**src/common/sid_pkg.sv**
```systemverilog
package sid_pkg;

    // ====================
    // Sizes
    // ====================
    localparam int NUM_VOICES = 3;
    localparam int PHASE_W    = 16;
    localparam int ENV_W      = 4;
    localparam int LFSR_W     = 4;
    localparam int PRESCALE_W = 20;
    // Fastest envelope rate needs this many prescaler ones
    localparam int TICK_BASE  = 6;
    localparam int SAMPLE_W   = 8;
    localparam int MIX_W      = 10;

    // Reset and limit values
    localparam int LFSR_SEED  = 1;
    localparam int ENV_MAX    = 15;

    // ====================
    // Waveform register bits
    // ====================
    localparam int WF_GATE  = 0;
    localparam int WF_TEST  = 3;
    localparam int WF_TRI   = 4;
    localparam int WF_SAW   = 5;
    localparam int WF_PULSE = 6;
    localparam int WF_NOISE = 7;

    // ====================
    // Types
    // ====================
    typedef logic [1:0]          voice_idx_t;
    typedef logic [PHASE_W-1:0]  phase_t;
    typedef logic [ENV_W-1:0]    env_t;
    typedef logic [LFSR_W-1:0]   lfsr_t;
    typedef logic [SAMPLE_W-1:0] sample_t;
    typedef logic [7:0]          byte_t;

    // Per-voice register map, addresses 3 and 7 are holes
    typedef enum logic [2:0] {
        FREQ_LO         = 3'd0,
        FREQ_HI         = 3'd1,
        PULSE_WIDTH     = 3'd2,
        ATTACK_DECAY    = 3'd4,
        SUSTAIN_RELEASE = 3'd5,
        WAVEFORM        = 3'd6
    } reg_addr_e;

    typedef enum logic [1:0] {
        ENV_IDLE    = 2'd0,
        ENV_ATTACK  = 2'd1,
        ENV_DECAY   = 2'd2,
        ENV_RELEASE = 2'd3
    } env_state_e;

endpackage

```
**src/hdl/sid_reg_file.sv**
```systemverilog
`timescale 1ns/1ps

module sid_reg_file import sid_pkg::*; (
    input  logic       clk,
    input  logic       rst_n,
    input  logic       wr_en,
    input  voice_idx_t voice_sel,
    input  reg_addr_e  reg_addr,
    input  byte_t      wr_data,
    input  voice_idx_t cur_voice,
    output phase_t     frequency,
    output byte_t      pulse_width,
    output byte_t      attack_decay,
    output byte_t      sustain_release,
    output byte_t      waveform
);

    // ====================
    // Write strobe edge
    // ====================
    logic wr_en_d;
    logic wr_rise;

    always_ff @(posedge clk or negedge rst_n) begin
        if (!rst_n) begin
            wr_en_d <= 1'b0;
        end else begin
            wr_en_d <= wr_en;
        end
    end

    // Only the first cycle of a held strobe counts
    assign wr_rise = wr_en && !wr_en_d;

    // ====================
    // Register banks
    // ====================
    phase_t freq_q    [NUM_VOICES];
    byte_t  pw_q      [NUM_VOICES];
    byte_t  ad_q      [NUM_VOICES];
    byte_t  sr_q      [NUM_VOICES];
    byte_t  wf_q      [NUM_VOICES];

    always_ff @(posedge clk or negedge rst_n) begin
        if (!rst_n) begin
            for (int v = 0; v < NUM_VOICES; v++) begin
                freq_q[v] <= '0;
                pw_q[v]   <= '0;
                ad_q[v]   <= '0;
                sr_q[v]   <= '0;
                wf_q[v]   <= '0;
            end
        end else begin
            // Voice 3 matches no bank and is dropped
            for (int v = 0; v < NUM_VOICES; v++) begin
                if (wr_rise && (voice_sel == voice_idx_t'(v))) begin
                    case (reg_addr)
                        FREQ_LO:         freq_q[v][7:0]  <= wr_data;
                        FREQ_HI:         freq_q[v][15:8] <= wr_data;
                        PULSE_WIDTH:     pw_q[v]         <= wr_data;
                        ATTACK_DECAY:    ad_q[v]         <= wr_data;
                        SUSTAIN_RELEASE: sr_q[v]         <= wr_data;
                        WAVEFORM:        wf_q[v]         <= wr_data;
                        default: ;
                    endcase
                end
            end
        end
    end

    // Present the bank of the voice in service
    always_comb begin
        frequency       = '0;
        pulse_width     = '0;
        attack_decay    = '0;
        sustain_release = '0;
        waveform        = '0;
        for (int v = 0; v < NUM_VOICES; v++) begin
            if (cur_voice == voice_idx_t'(v)) begin
                frequency       = freq_q[v];
                pulse_width     = pw_q[v];
                attack_decay    = ad_q[v];
                sustain_release = sr_q[v];
                waveform        = wf_q[v];
            end
        end
    end

endmodule

```
**src/voice/voice_sequencer.sv**
```systemverilog
`timescale 1ns/1ps

module voice_sequencer import sid_pkg::*; (
    input  logic                  clk,
    input  logic                  rst_n,
    output voice_idx_t            cur_voice,
    output logic [PRESCALE_W-1:0] prescaler
);

    // Round-robin 0, 1, 2 and back
    always_ff @(posedge clk or negedge rst_n) begin
        if (!rst_n) begin
            cur_voice <= '0;
        end else if (cur_voice == voice_idx_t'(NUM_VOICES - 1)) begin
            cur_voice <= '0;
        end else begin
            cur_voice <= cur_voice + 1'b1;
        end
    end

    // Free-running envelope prescaler, wraps at 2^20
    always_ff @(posedge clk or negedge rst_n) begin
        if (!rst_n) begin
            prescaler <= '0;
        end else begin
            prescaler <= prescaler + 1'b1;
        end
    end

endmodule

```
**src/voice/voice_state_bank.sv**
```systemverilog
`timescale 1ns/1ps

module voice_state_bank import sid_pkg::*; (
    input  logic       clk,
    input  logic       rst_n,
    input  voice_idx_t cur_voice,
    input  phase_t     nxt_phase,
    input  lfsr_t      nxt_lfsr,
    input  env_t       nxt_env,
    input  env_state_e nxt_state,
    input  logic       gate,
    output phase_t     phase,
    output lfsr_t      lfsr,
    output env_t       env,
    output env_state_e state,
    output logic       last_gate
);

    // One slot per voice
    phase_t     phase_q [NUM_VOICES];
    lfsr_t      lfsr_q  [NUM_VOICES];
    env_t       env_q   [NUM_VOICES];
    env_state_e state_q [NUM_VOICES];
    logic       gate_q  [NUM_VOICES];

    // ====================
    // Write back
    // ====================
    always_ff @(posedge clk or negedge rst_n) begin
        if (!rst_n) begin
            for (int v = 0; v < NUM_VOICES; v++) begin
                phase_q[v] <= '0;
                lfsr_q[v]  <= lfsr_t'(LFSR_SEED);
                env_q[v]   <= '0;
                state_q[v] <= ENV_IDLE;
                gate_q[v]  <= 1'b0;
            end
        end else begin
            // Only the slot in service moves
            for (int v = 0; v < NUM_VOICES; v++) begin
                if (cur_voice == voice_idx_t'(v)) begin
                    phase_q[v] <= nxt_phase;
                    lfsr_q[v]  <= nxt_lfsr;
                    env_q[v]   <= nxt_env;
                    state_q[v] <= nxt_state;
                    gate_q[v]  <= gate;
                end
            end
        end
    end

    // ====================
    // Read current slot
    // ====================
    always_comb begin
        phase     = '0;
        lfsr      = lfsr_t'(LFSR_SEED);
        env       = '0;
        state     = ENV_IDLE;
        last_gate = 1'b0;
        for (int v = 0; v < NUM_VOICES; v++) begin
            if (cur_voice == voice_idx_t'(v)) begin
                phase     = phase_q[v];
                lfsr      = lfsr_q[v];
                env       = env_q[v];
                state     = state_q[v];
                last_gate = gate_q[v];
            end
        end
    end

endmodule

```
**src/voice/waveform_gen.sv**
```systemverilog
`timescale 1ns/1ps

module waveform_gen import sid_pkg::*; (
    input  phase_t phase,
    input  lfsr_t  lfsr,
    input  phase_t frequency,
    input  byte_t  pulse_width,
    input  byte_t  waveform,
    output phase_t nxt_phase,
    output lfsr_t  nxt_lfsr,
    output byte_t  wave
);

    logic  test;
    byte_t saw;
    byte_t tri_w;
    byte_t tri_fold;
    logic  pulse_hi;

    assign test = waveform[WF_TEST];

    // ====================
    // Oscillator update
    // ====================
    // Test holds the phase at 0 and reseeds the noise
    assign nxt_phase = test ? '0 : phase + frequency;
    assign nxt_lfsr  = test ? lfsr_t'(LFSR_SEED) : {lfsr[2:0], lfsr[1] ^ lfsr[3]};

    // ====================
    // Waveforms
    // ====================
    assign saw      = phase[PHASE_W-1 -: 8];
    // Fold on the MSB unless sawtooth is also on
    assign tri_fold = {8{phase[PHASE_W-1] & ~waveform[WF_SAW]}};
    assign tri_w    = phase[PHASE_W-2 -: 8] ^ tri_fold;
    assign pulse_hi = saw > pulse_width;

    // Enabled waveforms are ORed together
    always_comb begin
        wave = '0;
        if (waveform[WF_TRI])   wave = wave | tri_w;
        if (waveform[WF_SAW])   wave = wave | saw;
        if (waveform[WF_PULSE]) wave = wave | {8{pulse_hi}};
        if (waveform[WF_NOISE]) wave = wave | {lfsr, lfsr};
    end

endmodule

```
**src/voice/adsr_envelope.sv**
```systemverilog
`timescale 1ns/1ps

module adsr_envelope import sid_pkg::*; (
    input  env_state_e            state,
    input  env_t                  env,
    input  logic                  last_gate,
    input  byte_t                 waveform,
    input  byte_t                 attack_decay,
    input  byte_t                 sustain_release,
    input  logic [PRESCALE_W-1:0] prescaler,
    output env_state_e            nxt_state,
    output env_t                  nxt_env,
    output logic                  gate
);

    logic [3:0] rate;
    logic       tick;
    logic       new_gate;
    env_t       sustain_lvl;

    assign gate        = waveform[WF_GATE];
    assign new_gate    = gate && !last_gate;
    assign sustain_lvl = sustain_release[3:0];

    // ====================
    // Rate and tick
    // ====================
    always_comb begin
        case (state)
            ENV_ATTACK:  rate = attack_decay[3:0];
            ENV_DECAY:   rate = attack_decay[7:4];
            ENV_RELEASE: rate = sustain_release[7:4];
            default:     rate = 4'd0;
        endcase
    end

    // Tick when the low TICK_BASE+rate prescaler bits are all ones
    always_comb begin
        int                    nbits;
        logic [PRESCALE_W-1:0] mask;
        nbits = TICK_BASE + int'(rate);
        // Clamp to the counter width, rate 15 acts as 14
        if (nbits > PRESCALE_W) nbits = PRESCALE_W;
        for (int i = 0; i < PRESCALE_W; i++) begin
            mask[i] = (i < nbits);
        end
        tick = &(prescaler | ~mask);
    end

    // ====================
    // Envelope FSM
    // ====================
    always_comb begin
        nxt_state = state;
        nxt_env   = env;
        case (state)
            ENV_IDLE: begin
                nxt_env = '0;
                if (new_gate) nxt_state = ENV_ATTACK;
            end
            ENV_ATTACK: begin
                if (!gate)                      nxt_state = ENV_RELEASE;
                else if (env == env_t'(ENV_MAX)) nxt_state = ENV_DECAY;
                else if (tick)                  nxt_env = env + 1'b1;
            end
            ENV_DECAY: begin
                if (!gate)                          nxt_state = ENV_RELEASE;
                else if (env > sustain_lvl && tick) nxt_env = env - 1'b1;
            end
            default: begin
                // Release, retrigger wins over the fade
                if (new_gate)       nxt_state = ENV_ATTACK;
                else if (env == '0) nxt_state = ENV_IDLE;
                else if (tick)      nxt_env = env - 1'b1;
            end
        endcase
    end

endmodule

```
**src/hdl/voice_mixer.sv**
```systemverilog
`timescale 1ns/1ps

module voice_mixer import sid_pkg::*; (
    input  logic       clk,
    input  logic       rst_n,
    input  voice_idx_t cur_voice,
    input  byte_t      wave,
    input  env_t       env,
    output sample_t    sample,
    output logic       sample_valid
);

    logic [SAMPLE_W+ENV_W-1:0] product;
    logic [MIX_W-1:0]          scaled;
    logic [MIX_W-1:0]          mix_acc;

    // Waveform times level, keep the upper 8 bits
    assign product = wave * env;
    assign scaled  = MIX_W'(product[SAMPLE_W+ENV_W-1 -: SAMPLE_W]);

    // ====================
    // Accumulate and latch
    // ====================
    always_ff @(posedge clk or negedge rst_n) begin
        if (!rst_n) begin
            mix_acc      <= '0;
            sample       <= '0;
            sample_valid <= 1'b0;
        end else if (cur_voice == '0) begin
            // Voice 0 closes the previous frame
            sample       <= mix_acc[MIX_W-1 -: SAMPLE_W];
            mix_acc      <= scaled;
            sample_valid <= 1'b1;
        end else begin
            mix_acc      <= mix_acc + scaled;
            sample_valid <= 1'b0;
        end
    end

endmodule

```
**src/hdl/sid_top.sv**
```systemverilog
`timescale 1ns/1ps

module sid_top import sid_pkg::*; (
    input  logic       clk,
    input  logic       rst_n,
    input  logic       wr_en,
    input  voice_idx_t voice_sel,
    input  reg_addr_e  reg_addr,
    input  byte_t      wr_data,
    output sample_t    sample,
    output logic       sample_valid
);

    // Shared sequencing
    voice_idx_t            cur_voice;
    logic [PRESCALE_W-1:0] prescaler;

    // Registers of the voice in service
    phase_t frequency;
    byte_t  pulse_width;
    byte_t  attack_decay;
    byte_t  sustain_release;
    byte_t  waveform;

    // Current and next voice state
    phase_t     phase;
    phase_t     nxt_phase;
    lfsr_t      lfsr;
    lfsr_t      nxt_lfsr;
    env_t       env;
    env_t       nxt_env;
    env_state_e state;
    env_state_e nxt_state;
    logic       last_gate;
    logic       gate;
    byte_t      wave;

    // ====================
    // Blocks
    // ====================
    sid_reg_file u_reg_file (
        .clk(clk), .rst_n(rst_n),
        .wr_en(wr_en), .voice_sel(voice_sel), .reg_addr(reg_addr), .wr_data(wr_data),
        .cur_voice(cur_voice),
        .frequency(frequency), .pulse_width(pulse_width), .attack_decay(attack_decay),
        .sustain_release(sustain_release), .waveform(waveform)
    );

    voice_sequencer u_sequencer (
        .clk(clk), .rst_n(rst_n), .cur_voice(cur_voice), .prescaler(prescaler)
    );

    voice_state_bank u_state_bank (
        .clk(clk), .rst_n(rst_n), .cur_voice(cur_voice),
        .nxt_phase(nxt_phase), .nxt_lfsr(nxt_lfsr), .nxt_env(nxt_env),
        .nxt_state(nxt_state), .gate(gate),
        .phase(phase), .lfsr(lfsr), .env(env), .state(state), .last_gate(last_gate)
    );

    waveform_gen u_waveform (
        .phase(phase), .lfsr(lfsr), .frequency(frequency), .pulse_width(pulse_width),
        .waveform(waveform), .nxt_phase(nxt_phase), .nxt_lfsr(nxt_lfsr), .wave(wave)
    );

    adsr_envelope u_envelope (
        .state(state), .env(env), .last_gate(last_gate), .waveform(waveform),
        .attack_decay(attack_decay), .sustain_release(sustain_release),
        .prescaler(prescaler),
        .nxt_state(nxt_state), .nxt_env(nxt_env), .gate(gate)
    );

    voice_mixer u_mixer (
        .clk(clk), .rst_n(rst_n), .cur_voice(cur_voice), .wave(wave), .env(env),
        .sample(sample), .sample_valid(sample_valid)
    );

endmodule

```
**config.mk**
```make
export PLATFORM = sky130hd
export DESIGN_NAME = sid_top
export DESIGN_NICKNAME = d
export VERILOG_FILES = /design/src/common/sid_pkg.sv /design/src/hdl/sid_reg_file.sv /design/src/voice/voice_sequencer.sv /design/src/voice/voice_state_bank.sv /design/src/voice/waveform_gen.sv /design/src/voice/adsr_envelope.sv /design/src/hdl/voice_mixer.sv /design/src/hdl/sid_top.sv
export SDC_FILE = /design/constraint.sdc
export NUM_CORES = 1
export LEC_CHECK = 0
export BUFFER_PORTS_ARGS = -buffer_cell sky130_fd_sc_hd__buf_4
export CORE_MARGIN = 5
export CORE_UTILIZATION = 38
export DETAILED_ROUTE_END_ITERATION = 10
export PLACE_DENSITY_LB_ADDON = 0.2
export SYNTH_ARGS = -nofsm -noshare
export SYNTH_HDL_FRONTEND = slang
export SYNTH_SLANG_ARGS = --single-unit
export TNS_END_PERCENT = 20
```
**constraint.sdc**
```tcl
create_clock -name clk -period 10.9 [get_ports clk]
set_clock_uncertainty 0.2 [all_clocks]
set_input_delay 0 -clock clk [delete_from_list [all_inputs] [get_ports clk]]
set_output_delay 0 -clock clk [all_outputs]
set_load 0.01 [all_outputs]
```
==> results of run 1 <==
## how the worst min path moves through the flow
stage	cells past startpoint	slack, ns	to	from
after floorplan	0	-0.50	u_mixer.mix_acc[0]	rst_n
after global placement	1	-0.21	u_mixer.sample_valid	rst_n
after detailed placement	1	-0.21	u_mixer.sample_valid	rst_n
after CTS	3	0.17	u_reg_file.ad_q[9]	wr_data[1]
after global routing	3	0.20	u_reg_file.ad_q[1]	wr_data[1]
final	3	0.19	u_reg_file.ad_q[9]	wr_data[1]
## metal layers
metal | track usage | up-vias | wire, µm
met5 | 0 | - | 0
met3 | 0.02079 | 42 | 1110
met2 | 0.2683 | 128 | 15700
met4 | 0.03877 | 0 | 566
li1 | - | 4980 | -
met1 | 0.2519 | 5033 | 17550
## sequential cells by signal, summed over array words and instances (netlist names), 2 cells and up
register,count
u_mixer.sample,8
u_sequencer.prescaler,20
u_mixer.mix_acc,10
u_reg_file.ad_q,24
u_state_bank.env_q,12
u_sequencer.cur_voice,2
u_state_bank.lfsr_q,12
u_reg_file.sr_q,24
u_state_bank.phase_q,48
u_state_bank.state_q,6
u_reg_file.pw_q,24
u_state_bank.gate_q,3
u_reg_file.wf_q,18
u_reg_file.freq_q,48
## Yosys cell counts, drive strengths merged, types with 11 or more instances
| library cell | number | share of area |
|---|---|---|
| a21o | 13 | 0.0068 |
| a21oi | 56 | 0.020 |
| buf | 23 | 0.010 |
| clkbuf | 44 | 0.011 |
| dfrtp | 258 | 0.45 |
| fa | 13 | 0.018 |
| ha | 52 | 0.045 |
| inv | 53 | 0.014 |
| mux2 | 143 | 0.11 |
| mux2i | 77 | 0.054 |
| nand2 | 210 | 0.055 |
| nand3 | 17 | 0.0059 |
| nor2 | 97 | 0.026 |
| nor2b | 11 | 0.0053 |
| nor3 | 16 | 0.0056 |
| o21ai | 131 | 0.046 |
| xnor2 | 32 | 0.020 |
| xor2 | 20 | 0.012 |
## power breakdown
part	switching, mW	internal, mW	total [mW]
logic	0.542	0.374	0.916
clock network	0.400	0.590	0.991
registers	0.105	1.17	1.28
## logic make-up after synthesis
family,count (synthesis),share of synthesized area
AND/OR/NAND/NOR,395,0.1182
multiplexers,220,0.1663
XOR/XNOR,52,0.03171
buffers and inverters,120,0.03572
adder cells (fa/ha/maj),66,0.06420
flip-flops,261,0.4550
AO/OA/AOI/OAI,288,0.1288
## final cells by class
cell class	count	area (µm²)
Multi-Input combinational cell	1021	7330
Sequential cell	261	6540
Clock inverter	6	63.81
Tap cell	511	639.4
Clock buffer	48	909.6
Fill cell	3639	21270
Inverter	53	198.9
Timing Repair Buffer	61	535.5
## worst min-delay path: cells and delay by family
family   cells  cell delay [ns]
buf+inv      2             0.74
mux          1             0.18
## metrics by stage
stage	utilization	power [mW]	instance area [µm²]	setup slack, ns
after floorplan	-	1.950	14360	2.805
after global placement	0.4005	2.186	15020	2.431
after detailed placement	0.4005	2.207	15020	2.129
after CTS	0.4326	3.221	16220	2.103
after global routing	0.4326	3.407	16220	1.340
final	0.4326	3.185	16220	2.155
==> impl_metrics.env, run 1 <==
export IMPL_wl_per_cell_um=17.81
export IMPL_drt_pass1_iterations=7
export IMPL_setup_viol=0
export IMPL_arrival_ns=8.96
export IMPL_die_height_um=204.4
export IMPL_globalRouteTotalUtil=0.1701
export IMPL_slew_viol_final=0
export IMPL_status="complete, no violations"
export IMPL_hold_viol=0
export IMPL_via_per_inst=5.193
export IMPL_gp_congestion=0.8201
export IMPL_r2r_end="u_mixer.mix_acc[9]"
export IMPL_fmax_mhz=114.4
export IMPL_crit_type="register to register"
export IMPL_post_cts_buffers=0
export IMPL_syn_cell_area_um2=14360
export IMPL_dieArea_um2=41780
export IMPL_clk_latency_ns=0.56
export IMPL_placeableCoreArea_um2=37490
export IMPL_numPortBuffers=24
export IMPL_ys_async_sr_fraction=1.000
export IMPL_cp_slowest_stage_delay_ns=0.93
export IMPL_cts_tree="yes"
export IMPL_ios=25
export IMPL_timing_final_crit_share=0.8023
export IMPL_min_period_ns=8.745
export IMPL_drtIter0Drc=543
export IMPL_crit_path_end_kind="register"
export IMPL_relSlewSlack=0.2750
export IMPL_root_buffer="clkbuf_16"
export IMPL_cp_common_cell="nor2_1"
export IMPL_seq_area_frac_synth=0.4550
export IMPL_clk_pin_slew_worst_paths_ns=0.06
export IMPL_cts_buffers_inserted=30
export IMPL_layout_cells_non_filler=1961
export IMPL_slowest_stage="dfrtp_4"
export IMPL_std_cell_rows=71
export IMPL_ant_nets=0
export IMPL_ys_seq_elements=261
export IMPL_startpoint_type="register"
export IMPL_syn_nets=1483
export IMPL_setup_tns_ns=0
export IMPL_synth_ff_type="dfrtp_1"
export IMPL_critical_path_top_delay_family="compound AO/OA/AOI/OAI gates"
export IMPL_r2r_start="u_sequencer.cur_voice[0]"
export IMPL_avgSynthCellArea_um2=10.24
export IMPL_cts_resized_gates=0
export IMPL_r2r_setup_slack_ns=2.16
export IMPL_final_common_cell="dfrtp_1"
export IMPL_fin_nets=1509
export IMPL_drive_gt1_frac=0.1814
export IMPL_fp_dieW_um=204.4
export IMPL_hold_ws_ns=0.1914
export IMPL_worst_path_stages=31
export IMPL_grt_pass1_wl_mm=57.90
export IMPL_wl_mm=34.92
export IMPL_worst_slew_pin_slew_ns=1.088
export IMPL_cp_max_fo=40
export IMPL_power_density_nw_per_um2=196.4
export IMPL_synth_cells=1402
export IMPL_drc_errors=0
export IMPL_crit_buf_inv=3
export IMPL_cts_htree_levels=1
export IMPL_place_hpwl_mm=23.25
export IMPL_ir_drop_v=0.0001092
export IMPL_grt_overflow_total=0
export IMPL_clock_path_buffers=3
export IMPL_place_inst=1886
export IMPL_synth_edf_count=0
export IMPL_startpoint="u_sequencer.cur_voice[0]"
export IMPL_power_leakage_nw=7.945
export IMPL_rsz0062_at_grt="false"
export IMPL_required_ns=11.11
export IMPL_num_vias=10180
export IMPL_hold_class="input port to register"
export IMPL_maxCapViolations=0
export IMPL_areaGrowthSynthToFinish_pct=12.91
export IMPL_clock_sinks=261
export IMPL_start_util=0.3831
export IMPL_yosysUniqueCellTypes=77
export IMPL_antenna_found_initial=0
export IMPL_yosys_warnings=0
export IMPL_endpoint="u_mixer.mix_acc[9]"
export IMPL_layout_common_cells="dfrtp_1 (256), nand2_1 (210), mux2_2 (143), o21ai_0 (116), nor2_1 (96)"
export IMPL_reg2regPathDepth=31
export IMPL_grt_pass1_vias=10300
export IMPL_cts_hold_buffers=21
export IMPL_antenna_cells=0
export IMPL_grt_max_degree=72
Note: power is estimated with default switching activity, not from simulation.
==> inputs of run 2 (changes only) <==
==> constraint.sdc (replaced) <==
create_clock -name clk -period 8.75 [get_ports clk]
set_clock_uncertainty 0.2 [all_clocks]
set_input_delay 0 -clock clk [delete_from_list [all_inputs] [get_ports clk]]
set_output_delay 0 -clock clk [all_outputs]
set_load 0.01 [all_outputs]
==> impl_metrics.env, run 2 (synthesis results as in run 1) <==
export IMPL_status="complete, no violations"
export IMPL_crit_path_end_kind="register"
export IMPL_grt_pass1_wl_mm=57.19
export IMPL_grt_overflow_total=0
export IMPL_swShare=0.3290
export IMPL_wl_per_cell_um=17.85
export IMPL_r2r_setup_slack_ns=0.69
export IMPL_place_inst=1887
export IMPL_clk_pin_slew_worst_paths_ns=0.06
export IMPL_relSlewSlack=0.2462
export IMPL_pre_cts_ws_ns=0.5078
export IMPL_timing_final_crit_share=0.9216
export IMPL_fin_ws_ns=0.6856
export IMPL_power_density_nw_per_um2=244.8
export IMPL_slowest_stage="dfrtp_4"
export IMPL_via_per_inst=5.203
export IMPL_placeableCoreArea_um2=37490
export IMPL_antenna_found_initial=1
export IMPL_grt_max_degree=81
export IMPL_drtIter0Drc=593
export IMPL_clock_path_buffers=3
export IMPL_switchingPower_mw=1.308
export IMPL_globalRouteTotalUtil=0.1686
export IMPL_layout_common_cells="dfrtp_1 (256), nand2_1 (210), mux2_2 (143), o21ai_0 (116), nor2_1 (96)"
export IMPL_die_height_um=204.4
export IMPL_drive_gt1_frac=0.1817
export IMPL_top_regs="u_reg_file.freq_q x48, u_state_bank.phase_q x48"
export IMPL_hold_class="input port to register"
export IMPL_fillers=3692
export IMPL_clk_latency_ns=0.56
export IMPL_fmax_mhz=124.0
export IMPL_fin_nets=1511
export IMPL_cp_slowest_stage_delay_ns=0.78
export IMPL_clock_sinks=261
export IMPL_finish_instance_area_um2=16230
export IMPL_setup_viol=0
export IMPL_hold_ws_ns=0.1735
export IMPL_setup_tns_ns=0
export IMPL_areaGrowthSynthToFinish_pct=13.01
export IMPL_layout_cells_non_filler=1964
export IMPL_drt_pass1_iterations=5
export IMPL_dieArea_um2=41780
export IMPL_numPortBuffers=24
export IMPL_register_area_um2=6540
export IMPL_multiInputGateArea_um2=7338
export IMPL_drc_errors=0
export IMPL_root_buffer="clkbuf_16"
export IMPL_crit_type="register to register"
export IMPL_ant_nets=0
export IMPL_rsz0062_at_grt="false"
export IMPL_gp_congestion=0.8111
export IMPL_ir_drop_v=0.0001628
export IMPL_num_vias=10220
export IMPL_slew_viol_final=0
export IMPL_wl_mm=35.05
export IMPL_std_cell_rows=71
export IMPL_min_period_ns=8.064
export IMPL_post_route_util=0.4329
export IMPL_pwr_share_clk=0.311
export IMPL_post_cts_buffers=0
export IMPL_intPower_mw=2.666
export IMPL_grt_pass1_vias=10320
export IMPL_power_leakage_nw=7.948
export IMPL_hold_viol=0
export IMPL_antenna_cells=0
export IMPL_place_hpwl_mm=23.10
export IMPL_cts_buffers_inserted=30
export IMPL_startpoint_type="register"
export IMPL_seqPwrFrac=0.401
export IMPL_cp_max_fo=28
export IMPL_power_frac_comb=0.288
export IMPL_placed_area_um2=15020
export IMPL_cts_tree="yes"
export IMPL_worst_slew_pin_slew_ns=1.131
export IMPL_arrival_ns=8.27
export IMPL_fp_dieW_um=204.4
export IMPL_maxCapViolations=0
export IMPL_final_common_cell="dfrtp_1"
export IMPL_start_util=0.3831
export IMPL_ios=25
export IMPL_required_ns=8.96
export IMPL_power_mw=3.974
export IMPL_cts_htree_levels=1
run 2: cell types whose count changed in the layout (fill, tap and decap cells not counted):
| cell | change |
|---|---|
| clkbuf_8 | -3 |
| clkinv_2 | +2 |
| clkbuf_1 | +2 |
| buf_4 | +1 |
| bufinv_16 | +1 |
| clkinv_4 | -1 |
| nor2b_2 | +1 |
run 2: routing by layer:
layer,track usage,routed length (µm),vias up
li1,-,-,4967
met1,0.2490,17530,5036
met2,0.2613,15520,168
met3,0.02555,1321,46
met4,0.04235,665,2
met5,0,13,-
run 2: worst paths after layout:
| check | startpoint | end | cells after the start |
|---|---|---|---|
| max | u_sequencer.cur_voice[0] | u_mixer.mix_acc[9] | 32 |
| min | wr_data[2] | u_reg_file.ad_q[2] | 3 |
| max reg2reg | u_sequencer.cur_voice[0] | u_mixer.mix_acc[9] | 32 |
| min reg2reg | u_mixer.sample[6] | u_mixer.sample[6] | 2 |
| max in group asynchronous | rst_n | u_reg_file.wf_q[23] | 5 |
| min in group asynchronous | rst_n | u_state_bank.lfsr_q[8] | 3 |
run 2: power groups by stage:
stage | logic, mW | clock network (mW) | registers, mW
after floorplan | 0.851 | 0 | 1.58
after global placement | 1.11 | 0 | 1.61
after detailed placement | 1.14 | 0 | 1.61
after CTS | 1.15 | 1.28 | 1.59
after global routing | 1.30 | 1.33 | 1.62
final | 1.14 | 1.24 | 1.59
run 2: area by class of cell:
| cell class | instances | share of cell area |
|---|---|---|
| clock buffer | 47 | 0.05396 |
| inverter | 53 | 0.01226 |
| multi-input combinational | 1022 | 0.4521 |
| tap | 511 | 0.03939 |
| clock inverter | 8 | 0.005859 |
| timing repair buffer | 62 | 0.03346 |
| sequential | 261 | 0.4029 |
run 2: what timing repair did:
action | CTS | global route
setup endpoints to repair | 0 | 2
hold endpoints to repair | 222 | 0
hold buffers | 21 | 0
gates resized for setup | 0 | 0
run 2: worst max-delay path: cells and delay by family, from the launching register on:
family | cells | cell delay (ns)
compound gates | 14 | 2.94
xor+xnor | 2 | 0.44
fa+ha+maj | 5 | 1.82
buf+inv | 2 | 0.57
flops | 1 | 0.78
simple gates | 8 | 0.88
mux | 1 | 0.24
